`config.mk`:
```
export PLATFORM = sky130hd
export DESIGN_NAME = decode_front_end
export DESIGN_NICKNAME = d
export VERILOG_FILES = /design/src/logic/rv_decode_pkg.sv /design/src/logic/decode_front_end.sv /design/src/logic/decoder.sv /design/src/logic/inst_queue.sv /design/src/logic/fetch_unit.sv
export SDC_FILE = /design/constraint.sdc
export NUM_CORES = 1
export LEC_CHECK = 0
export BUFFER_PORTS_ARGS = -buffer_cell sky130_fd_sc_hd__buf_2
export CAP_MARGIN = 20
export CORE_ASPECT_RATIO = 0.7
export CORE_MARGIN = 2
export CORE_UTILIZATION = 50
export CTS_CLUSTER_DIAMETER = 100
export DETAILED_ROUTE_END_ITERATION = 7
export PLACE_DENSITY = 0.81
export SLEW_MARGIN = 0
export SYNTH_ARGS = -nofsm -noshare
export SYNTH_HDL_FRONTEND = slang
export SYNTH_SLANG_ARGS = --single-unit
```
`constraint.sdc`:
```
create_clock -name clock -period 17.9 [get_ports clock]
set_clock_uncertainty 0.2 [all_clocks]
set_input_delay 3.58 -clock clock [delete_from_list [all_inputs] [get_ports clock]]
set_output_delay 3.58 -clock clock [all_outputs]
set_load 0.1 [all_outputs]
```
`src/logic/rv_decode_pkg.sv`:
```
// shared widths, enums and packed structs for the rv32im decode front end
// imported by the fetch, queue and decode rtl and by the testbench

package rv_decode_pkg;

	// data and address width
	localparam int XLEN        = 32;
	// instruction queue size, pointer width matches the depth
	localparam int QUEUE_DEPTH = 4;
	localparam int QUEUE_PTR_W = 2;

	// funct7 groups for op and op-imm shifts
	localparam logic [6:0] F7_BASE = 7'b0000000;
	localparam logic [6:0] F7_ALT  = 7'b0100000;
	localparam logic [6:0] F7_MUL  = 7'b0000001;

	// wfi is one fixed encoding inside the system opcode
	localparam logic [31:0] WFI_INST = 32'h1050_0073;

	// major opcodes, inst[6:0]
	// fence and misc-mem are left out on purpose, they land in illegal
	typedef enum logic [6:0] {
		OP_LUI    = 7'b0110111,
		OP_AUIPC  = 7'b0010111,
		OP_JAL    = 7'b1101111,
		OP_JALR   = 7'b1100111,
		OP_BRANCH = 7'b1100011,
		OP_LOAD   = 7'b0000011,
		OP_STORE  = 7'b0100011,
		OP_IMM    = 7'b0010011,
		OP_REG    = 7'b0110011,
		OP_SYSTEM = 7'b1110011
	} opcode_t;

	// alu and multiplier functions
	typedef enum logic [3:0] {
		ALU_ADD    = 4'h0,
		ALU_SUB    = 4'h1,
		ALU_SLT    = 4'h2,
		ALU_SLTU   = 4'h3,
		ALU_AND    = 4'h4,
		ALU_OR     = 4'h5,
		ALU_XOR    = 4'h6,
		ALU_SLL    = 4'h7,
		ALU_SRL    = 4'h8,
		ALU_SRA    = 4'h9,
		ALU_MUL    = 4'ha,
		ALU_MULH   = 4'hb,
		ALU_MULHSU = 4'hc,
		ALU_MULHU  = 4'hd
	} alu_func_t;

	// functional unit class, alu stays at 2'b11
	typedef enum logic [1:0] {
		FU_MEM    = 2'b00,
		FU_BRANCH = 2'b01,
		FU_MULT   = 2'b10,
		FU_ALU    = 2'b11
	} fu_sel_t;

	// operand a source
	typedef enum logic [1:0] {
		OPA_RS1  = 2'b00,
		OPA_PC   = 2'b01,
		OPA_ZERO = 2'b10
	} opa_sel_t;

	// operand b source
	typedef enum logic [2:0] {
		OPB_RS2   = 3'd0,
		OPB_I_IMM = 3'd1,
		OPB_S_IMM = 3'd2,
		OPB_B_IMM = 3'd3,
		OPB_U_IMM = 3'd4,
		OPB_J_IMM = 3'd5
	} opb_sel_t;

	// queue payload, one fetched word with its own pc
	typedef struct packed {
		logic [XLEN-1:0] pc;
		logic [31:0]     inst;
	} fetch_entry_t;

	// architectural register numbers
	typedef struct packed {
		logic [4:0] src1;
		logic [4:0] src2;
		logic [4:0] dest;
	} arch_regs_t;

	// decoded packet handed to dispatch
	typedef struct packed {
		logic [XLEN-1:0] pc;
		fu_sel_t         fu;
		arch_regs_t      arch_reg;
		logic [XLEN-1:0] imm;
		alu_func_t       alu_func;
		opa_sel_t        opa_sel;
		opb_sel_t        opb_sel;
		logic            rd_mem;
		logic            wr_mem;
		logic            cond_branch;
		logic            uncond_branch;
		logic            csr_op;
		logic            halt;
		logic            illegal;
	} decoded_pack_t;

endpackage
```
`src/logic/decode_front_end.sv`:
```
// top of the front end, fetch feeds the queue and decode drains it
// imem is external and answers one cycle after imem_req
// flush redirects fetch to flush_pc and drops queued and decoded work

`timescale 1ns/1ps

module decode_front_end (
	input  logic                          clock,
	input  logic                          arst_n,
	input  logic                          fetch_en,
	input  logic                          flush,
	input  logic [rv_decode_pkg::XLEN-1:0] flush_pc,
	input  logic                          dispatch_stall,
	output logic                          imem_req,
	output logic [rv_decode_pkg::XLEN-1:0] imem_addr,
	input  logic [rv_decode_pkg::XLEN-1:0] imem_data,
	output rv_decode_pkg::decoded_pack_t  decoded,
	output logic                          decoded_valid
);
	import rv_decode_pkg::*;

	// fetch to queue
	logic                 push;
	fetch_entry_t         push_entry;
	logic [QUEUE_PTR_W:0] free_slots;
	// queue to decode
	fetch_entry_t         head;
	logic                 not_empty;
	logic                 pop;

	fetch_unit fetch_unit_i (
		.clock      (clock),
		.arst_n     (arst_n),
		.fetch_en   (fetch_en),
		.flush      (flush),
		.flush_pc   (flush_pc),
		.free_slots (free_slots),
		.imem_data  (imem_data),
		.imem_req   (imem_req),
		.imem_addr  (imem_addr),
		.push       (push),
		.push_entry (push_entry)
	);

	inst_queue inst_queue_i (
		.clock      (clock),
		.arst_n     (arst_n),
		.push       (push),
		.push_entry (push_entry),
		.pop        (pop),
		.flush      (flush),
		.head       (head),
		.not_empty  (not_empty),
		.free_slots (free_slots)
	);

	decoder decoder_i (
		.clock          (clock),
		.arst_n         (arst_n),
		.head           (head),
		.not_empty      (not_empty),
		.dispatch_stall (dispatch_stall),
		.flush          (flush),
		.pop            (pop),
		.decoded        (decoded),
		.decoded_valid  (decoded_valid)
	);

endmodule

```
`src/logic/decoder.sv`:
```
// rv32im decode of the queue head into the packet for dispatch
// decode itself is combinational, the result is registered on pop
// decoded_valid is a one cycle strobe per decoded instruction

`timescale 1ns/1ps

module decoder (
	input  logic                          clock,
	input  logic                          arst_n,
	input  rv_decode_pkg::fetch_entry_t   head,
	input  logic                          not_empty,
	input  logic                          dispatch_stall,
	input  logic                          flush,
	output logic                          pop,
	output rv_decode_pkg::decoded_pack_t  decoded,
	output logic                          decoded_valid
);
	import rv_decode_pkg::*;

	logic [31:0]     inst;
	opcode_t         opcode;
	logic [2:0]      funct3;
	logic [6:0]      funct7;
	logic [XLEN-1:0] i_imm;
	logic [XLEN-1:0] s_imm;
	logic [XLEN-1:0] b_imm;
	logic [XLEN-1:0] u_imm;
	logic [XLEN-1:0] j_imm;
	decoded_pack_t   dec;

	// noop packet, alu add of rs1 and rs2 with all regs at x0
	function automatic decoded_pack_t noop_pack(input logic [XLEN-1:0] pc);
		decoded_pack_t p;
		p          = '0;
		p.pc       = pc;
		p.fu       = FU_ALU;
		p.alu_func = ALU_ADD;
		p.opa_sel  = OPA_RS1;
		p.opb_sel  = OPB_RS2;
		return p;
	endfunction

	assign inst   = head.inst;
	// values outside the enum fall to the default arm
	assign opcode = opcode_t'(inst[6:0]);
	assign funct3 = inst[14:12];
	assign funct7 = inst[31:25];

	// sign extended immediates per format
	assign i_imm = {{20{inst[31]}}, inst[31:20]};
	assign s_imm = {{20{inst[31]}}, inst[31:25], inst[11:7]};
	assign b_imm = {{19{inst[31]}}, inst[31], inst[7], inst[30:25], inst[11:8], 1'b0};
	assign u_imm = {inst[31:12], 12'b0};
	assign j_imm = {{11{inst[31]}}, inst[31], inst[19:12], inst[20], inst[30:21], 1'b0};

	always_comb begin
		dec = noop_pack(head.pc);
		case (opcode)
			OP_LUI: begin
				dec.arch_reg.dest = inst[11:7];
				dec.opa_sel       = OPA_ZERO;
				dec.opb_sel       = OPB_U_IMM;
				dec.imm           = u_imm;
			end
			OP_AUIPC: begin
				dec.arch_reg.dest = inst[11:7];
				dec.opa_sel       = OPA_PC;
				dec.opb_sel       = OPB_U_IMM;
				dec.imm           = u_imm;
			end
			OP_JAL: begin
				dec.fu            = FU_BRANCH;
				dec.arch_reg.dest = inst[11:7];
				dec.opa_sel       = OPA_PC;
				dec.opb_sel       = OPB_J_IMM;
				dec.imm           = j_imm;
				dec.uncond_branch = 1'b1;
			end
			OP_JALR: begin
				dec.fu            = FU_BRANCH;
				dec.arch_reg.dest = inst[11:7];
				dec.arch_reg.src1 = inst[19:15];
				dec.opb_sel       = OPB_I_IMM;
				dec.imm           = i_imm;
				dec.uncond_branch = 1'b1;
				dec.illegal       = (funct3 != 3'b000);
			end
			OP_BRANCH: begin
				// target is pc plus b_imm, no dest
				dec.fu            = FU_BRANCH;
				dec.arch_reg.src1 = inst[19:15];
				dec.arch_reg.src2 = inst[24:20];
				dec.opa_sel       = OPA_PC;
				dec.opb_sel       = OPB_B_IMM;
				dec.imm           = b_imm;
				dec.cond_branch   = 1'b1;
				// funct3 010 and 011 unused
				dec.illegal       = (funct3[2:1] == 2'b01);
			end
			OP_LOAD: begin
				dec.fu            = FU_MEM;
				dec.arch_reg.dest = inst[11:7];
				dec.arch_reg.src1 = inst[19:15];
				dec.opb_sel       = OPB_I_IMM;
				dec.imm           = i_imm;
				dec.rd_mem        = 1'b1;
				// lb lh lw lbu lhu only
				dec.illegal       = (funct3 == 3'b011) || (funct3[2:1] == 2'b11);
			end
			OP_STORE: begin
				dec.fu            = FU_MEM;
				dec.arch_reg.src1 = inst[19:15];
				dec.arch_reg.src2 = inst[24:20];
				dec.opb_sel       = OPB_S_IMM;
				dec.imm           = s_imm;
				dec.wr_mem        = 1'b1;
				// sb sh sw only
				dec.illegal       = (funct3 > 3'b010);
			end
			OP_IMM: begin
				dec.arch_reg.dest = inst[11:7];
				dec.arch_reg.src1 = inst[19:15];
				dec.opb_sel       = OPB_I_IMM;
				dec.imm           = i_imm;
				case (funct3)
					3'b000: dec.alu_func = ALU_ADD;
					3'b010: dec.alu_func = ALU_SLT;
					3'b011: dec.alu_func = ALU_SLTU;
					3'b100: dec.alu_func = ALU_XOR;
					3'b110: dec.alu_func = ALU_OR;
					3'b111: dec.alu_func = ALU_AND;
					3'b001: begin
						dec.alu_func = ALU_SLL;
						dec.illegal  = (funct7 != F7_BASE);
					end
					default: begin
						// srli or srai by funct7
						dec.alu_func = (funct7 == F7_ALT) ? ALU_SRA : ALU_SRL;
						dec.illegal  = (funct7 != F7_BASE) && (funct7 != F7_ALT);
					end
				endcase
			end
			OP_REG: begin
				dec.arch_reg.dest = inst[11:7];
				dec.arch_reg.src1 = inst[19:15];
				dec.arch_reg.src2 = inst[24:20];
				if (funct7 == F7_MUL) begin
					// mul group, div and rem not supported
					dec.fu = FU_MULT;
					case (funct3)
						3'b000:  dec.alu_func = ALU_MUL;
						3'b001:  dec.alu_func = ALU_MULH;
						3'b010:  dec.alu_func = ALU_MULHSU;
						3'b011:  dec.alu_func = ALU_MULHU;
						default: dec.illegal  = 1'b1;
					endcase
				end else if (funct7 == F7_ALT) begin
					case (funct3)
						3'b000:  dec.alu_func = ALU_SUB;
						3'b101:  dec.alu_func = ALU_SRA;
						default: dec.illegal  = 1'b1;
					endcase
				end else if (funct7 == F7_BASE) begin
					case (funct3)
						3'b000:  dec.alu_func = ALU_ADD;
						3'b001:  dec.alu_func = ALU_SLL;
						3'b010:  dec.alu_func = ALU_SLT;
						3'b011:  dec.alu_func = ALU_SLTU;
						3'b100:  dec.alu_func = ALU_XOR;
						3'b101:  dec.alu_func = ALU_SRL;
						3'b110:  dec.alu_func = ALU_OR;
						default: dec.alu_func = ALU_AND;
					endcase
				end else begin
					dec.illegal = 1'b1;
				end
			end
			OP_SYSTEM: begin
				// csrrw csrrs csrrc are only flagged
				if (inst == WFI_INST) begin
					dec.halt = 1'b1;
				end else if (funct3 == 3'b001 || funct3 == 3'b010 || funct3 == 3'b011) begin
					dec.csr_op = 1'b1;
				end else begin
					// ecall, ebreak and the rest
					dec.illegal = 1'b1;
				end
			end
			default: dec.illegal = 1'b1;
		endcase
		// an illegal word leaves only its pc and the flag
		if (dec.illegal) begin
			dec         = noop_pack(head.pc);
			dec.illegal = 1'b1;
		end
	end

	assign pop = not_empty && !dispatch_stall;

	always_ff @(posedge clock or negedge arst_n) begin
		if (!arst_n) begin
			decoded_valid <= 1'b0;
		end else begin
			// flush wins over a pop on the same edge
			decoded_valid <= pop && !flush;
		end
	end

	// packet register
	always_ff @(posedge clock) begin
		if (pop && !flush) begin
			decoded <= dec;
		end
	end

endmodule

```
`src/logic/inst_queue.sv`:
```
// small circular fifo between fetch and decode
// entry pushed at an edge is at the head right after it
// push and pop may come together, flush drops everything

`timescale 1ns/1ps

module inst_queue (
	input  logic                                clock,
	input  logic                                arst_n,
	input  logic                                push,
	input  rv_decode_pkg::fetch_entry_t         push_entry,
	input  logic                                pop,
	input  logic                                flush,
	output rv_decode_pkg::fetch_entry_t         head,
	output logic                                not_empty,
	output logic [rv_decode_pkg::QUEUE_PTR_W:0] free_slots
);
	import rv_decode_pkg::*;

	// storage, no reset needed
	fetch_entry_t mem [QUEUE_DEPTH];

	logic [QUEUE_PTR_W-1:0] wr_ptr;
	logic [QUEUE_PTR_W-1:0] rd_ptr;
	// occupancy, one bit wider than the pointers
	logic [QUEUE_PTR_W:0]   count;

	logic do_push;
	logic do_pop;

	// fetch never pushes into a full queue
	// decoder only pops when not_empty
	assign do_push = push && !flush;
	assign do_pop  = pop && not_empty && !flush;

	assign head       = mem[rd_ptr];
	assign not_empty  = (count != '0);
	assign free_slots = (QUEUE_PTR_W + 1)'(QUEUE_DEPTH) - count;

	always_ff @(posedge clock or negedge arst_n) begin
		if (!arst_n) begin
			wr_ptr <= '0;
			rd_ptr <= '0;
			count  <= '0;
		end else if (flush) begin
			wr_ptr <= '0;
			rd_ptr <= '0;
			count  <= '0;
		end else begin
			// pointers wrap on their own, depth is a power of two
			if (do_push) begin
				wr_ptr <= wr_ptr + 1'b1;
			end
			if (do_pop) begin
				rd_ptr <= rd_ptr + 1'b1;
			end
			case ({do_push, do_pop})
				2'b10:   count <= count + 1'b1;
				2'b01:   count <= count - 1'b1;
				default: count <= count;
			endcase
		end
	end

	// write port
	always_ff @(posedge clock) begin
		if (do_push) begin
			mem[wr_ptr] <= push_entry;
		end
	end

endmodule

```
`src/logic/fetch_unit.sv`:
```
// fetch stage, walks the pc and reads the external instruction memory
// memory answers one cycle after imem_req, the word is pushed with its pc
// requests only go out while the queue has room for them

`timescale 1ns/1ps

module fetch_unit (
	input  logic                               clock,
	input  logic                               arst_n,
	input  logic                               fetch_en,
	input  logic                               flush,
	input  logic [rv_decode_pkg::XLEN-1:0]     flush_pc,
	input  logic [rv_decode_pkg::QUEUE_PTR_W:0] free_slots,
	input  logic [rv_decode_pkg::XLEN-1:0]     imem_data,
	output logic                               imem_req,
	output logic [rv_decode_pkg::XLEN-1:0]     imem_addr,
	output logic                               push,
	output rv_decode_pkg::fetch_entry_t        push_entry
);
	import rv_decode_pkg::*;

	// next pc to request
	logic [XLEN-1:0] pc;
	// a reply is on imem_data this cycle
	logic            pending;
	// pc that belongs to the reply in flight
	logic [XLEN-1:0] inflight_pc;
	// outstanding requests widened to the slot count
	logic [QUEUE_PTR_W:0] pending_cnt;

	assign pending_cnt = {{QUEUE_PTR_W{1'b0}}, pending};

	// room check counts the reply still on its way
	// the slot freed by a pop this cycle is not counted yet
	assign imem_req  = fetch_en && !flush && (free_slots > pending_cnt);
	assign imem_addr = pc;

	// a flush kills the word coming back this cycle
	assign push            = pending && !flush;
	assign push_entry.pc   = inflight_pc;
	assign push_entry.inst = imem_data;

	always_ff @(posedge clock or negedge arst_n) begin
		if (!arst_n) begin
			pc      <= '0;
			pending <= 1'b0;
		end else begin
			// imem_req is already low during flush
			pending <= imem_req;
			if (flush) begin
				pc <= flush_pc;
			end else if (imem_req) begin
				pc <= pc + XLEN'(4);
			end
		end
	end

	// remember which pc was asked for
	always_ff @(posedge clock) begin
		if (imem_req) begin
			inflight_pc <= pc;
		end
	end

endmodule

```
==> out/metrics.yaml <==
use_met3: 0.0486
syn-instance-count: 948
power_density_mw_per_mm2: 144
synth_xor_area_frac: 0.0153
clock-sinks: 426
wire_per_inst_um: 22.1
crit_fanout: 70
violations: "design-rule violations"
synth_fa_ha_area_frac: 0.00725
fin_ws_ps: 9470
synth_flop_cell: "edfxtp_1"
grt_start_max_net_pins: 71
chipHeight_um: 156
worst_slew_pin_slew_ps: 1040
max-cap-violations: 0
coreArea_mm2: 0.0325
async_reset_ff_frac: 0.0962
use_met1: 0.304
ys_warn_count: 0
synth_nets: 1026
cts_htree_levels: 2
ctsRootBufferMaster: "clkbuf_16"
outcome: "finished, violations left"
synth_most_common_cell: "edfxtp_1"
vdd_drop_max_uv: 95.0
ys_seq_area_frac: 0.760
grt_pass1_wl_um: 54700
max_slew_margin: 0.304
grt_setup_unrepaired: "false"
ys_seq_elements: 426
synth_compound_area_frac: 0.0362
drv_slew: 0
synth_mux_area_frac: 0.0888
dr_total_vias: 9316
synth_top_family_by_area: "multiplexers"
cts_buffers: 40
syn_avg_cell_area_um2: 17.5
io_buffers: 199
synth_common_cells: "edfxtp_1, nand2_1, mux4_2"
dp_slack_ps: 9470
clock_latency_ps: 560
power_w: 0.00276
drtPass1Iterations: 7
clk_path_buf_depth: 3
fp-row-count: 55
nets: 1236
gp_congestion: 0.941
drt_iter0_drc: 1010
grt.overflow.total: 0
final.setup.tns_ps: 0
synth-edff-count: 385
hold_viol_final: 0
grt_pass1_vias: 9336
cp-end-kind: "output port"
timing.final.crit_share: 0.471
hpwl_um: 22100
dieArea_mm2: 0.0346
fin_crit_ps: 8430
synth_top_area_frac: 0.698
synthSimpleGateAreaFrac: 0.0778
synth_area_leaders: "edfxtp_1, mux4_2, dfrtp_1"
holdBufCountCts: 0
netlist_area_mm2: 0.0166
post_cts_resized: 0
cts_tree: "yes"
post_cts_buffers: 0
path_clk_slew_ps: 60
viasPerCell: 5.76
area_growth_pct: 16.1
die_w_um: 222
ant_nets: 0
busiest_layer: "met2"
grt_usage: 0.209
min_path_type: "register to register"
critPathArrivalTime_ps: 4650
routed_wl_um: 35700
met2_usage: 0.322
worstSetupPathType: "input pin to output port"
worstSetupStartpointType: "input pin"
post_synth_num_cell_types: 56
p_leak_nw: 6.52
setup_viol: 0
antenna_found_initial: 2
start_util: 0.510
ios: 200
clock.fmax_mhz: 119
drive_above_1_share: 0.295
drc: 26
synth_area_leader_cell: "edfxtp_1"
required_ps: 14120
-- power breakdown --
part | leakage [nW] | total (W) | switching (W) | internal [W]
Combinational | 1.88 | 0.000694 | 0.000516 | 0.000178
Sequential | 4.04 | 0.00127 | 0.0000645 | 0.00120
Clock | 0.603 | 0.000805 | 0.000353 | 0.000452
-- final cells by class --
type	count	area, µm²
tap	427	534
sequential	426	12600
inverter	14	52.6
antenna	2	5.00
timing repair buffer	207	1070
multi-input combinational	469	3760
clock buffer	53	1070
fill	2426	13200
clock inverter	18	153
-- logic make-up after synthesis --
group                    after synthesis
AO/OA/AOI/OAI                        100
multiplexers                          68
AND/OR/NAND/NOR                      263
XOR/XNOR                              29
adder cells (fa/ha/maj)                9
buffers and inverters                 53
flip-flops                           426
-- worst max-delay path: stages --
cell,delay (ps)
buf_2,90
buf_4,320
nor2_4,190
buf_2,450
-- cell usage in the layout (no fill, tap or decap), types with 6 or more instances in the layout --
cell | netlist | layout
o21ai_0 | 33 | 33
nor4_1 | 7 | 7
xnor2_1 | 17 | 17
xor2_1 | 12 | 12
nor2b_1 | 6 | 6
clkbuf_16 | 0 | 41
nand3_1 | 15 | 15
nand2b_1 | 9 | 9
mux4_2 | 63 | 63
nand2_1 | 96 | 96
ha_1 | 8 | 8
dfrtp_1 | 41 | 39
clkinv_2 | 0 | 8
buf_4 | 1 | 7
clkbuf_1 | 23 | 12
buf_2 | 7 | 199
nand4_1 | 11 | 11
edfxtp_1 | 385 | 385
or3_1 | 9 | 9
nor3_1 | 12 | 11
inv_1 | 14 | 14
a21oi_1 | 33 | 33
nor2_4 | 10 | 11
nor2_1 | 62 | 61
-- state kept, by name, indices dropped and copies added (netlist names) --
name / flops
inst_queue_i.mem: 256
inst_queue_i.rd_ptr: 2
fetch_unit_i.pending: 1
decoder_i.decoded: 97
fetch_unit_i.inflight_pc: 32
fetch_unit_i.imem_addr: 32
inst_queue_i.wr_ptr: 2
decoder_i.decoded_valid: 1
inst_queue_i.count: 3
-- final timing paths --
path / from / end / slack, ps / depth (start not counted)
setup / recovery: flush / imem_req / 9470 / 4
hold / removal: fetch_unit_i.inflight_pc[1] / inst_queue_i.mem[3][33] / 300 / 0
setup reg to reg: inst_queue_i.rd_ptr[0] / decoder_i.decoded[5] / 12330 / 8
hold reg to reg: fetch_unit_i.inflight_pc[1] / inst_queue_i.mem[3][33] / 300 / 0
max in group asynchronous: arst_n / inst_queue_i.rd_ptr[1] / 14360 / 2
min in group asynchronous: arst_n / decoder_i.decoded_valid / 2660 / 1
-- metrics by stage --
stage	hold slack, ps	utilization	instances	instance area (µm²)
after floorplan	259	-	948	16600
after global placement	272	0.554	1542	18000
after detailed placement	289	0.554	1542	18000
after CTS	304	0.591	1613	19200
after global routing	319	0.592	1614	19200
final	302	0.592	1616	19200
-- per-layer routing --
metal,wire (µm),vias up,share of wire
li1,-,4108,-
met1,15300,4675,0.43
met2,16200,466,0.45
met3,3510,65,0.098
met4,622,2,0.017
met5,13,-,0.00036
Note: power is estimated with default switching activity, not from simulation.
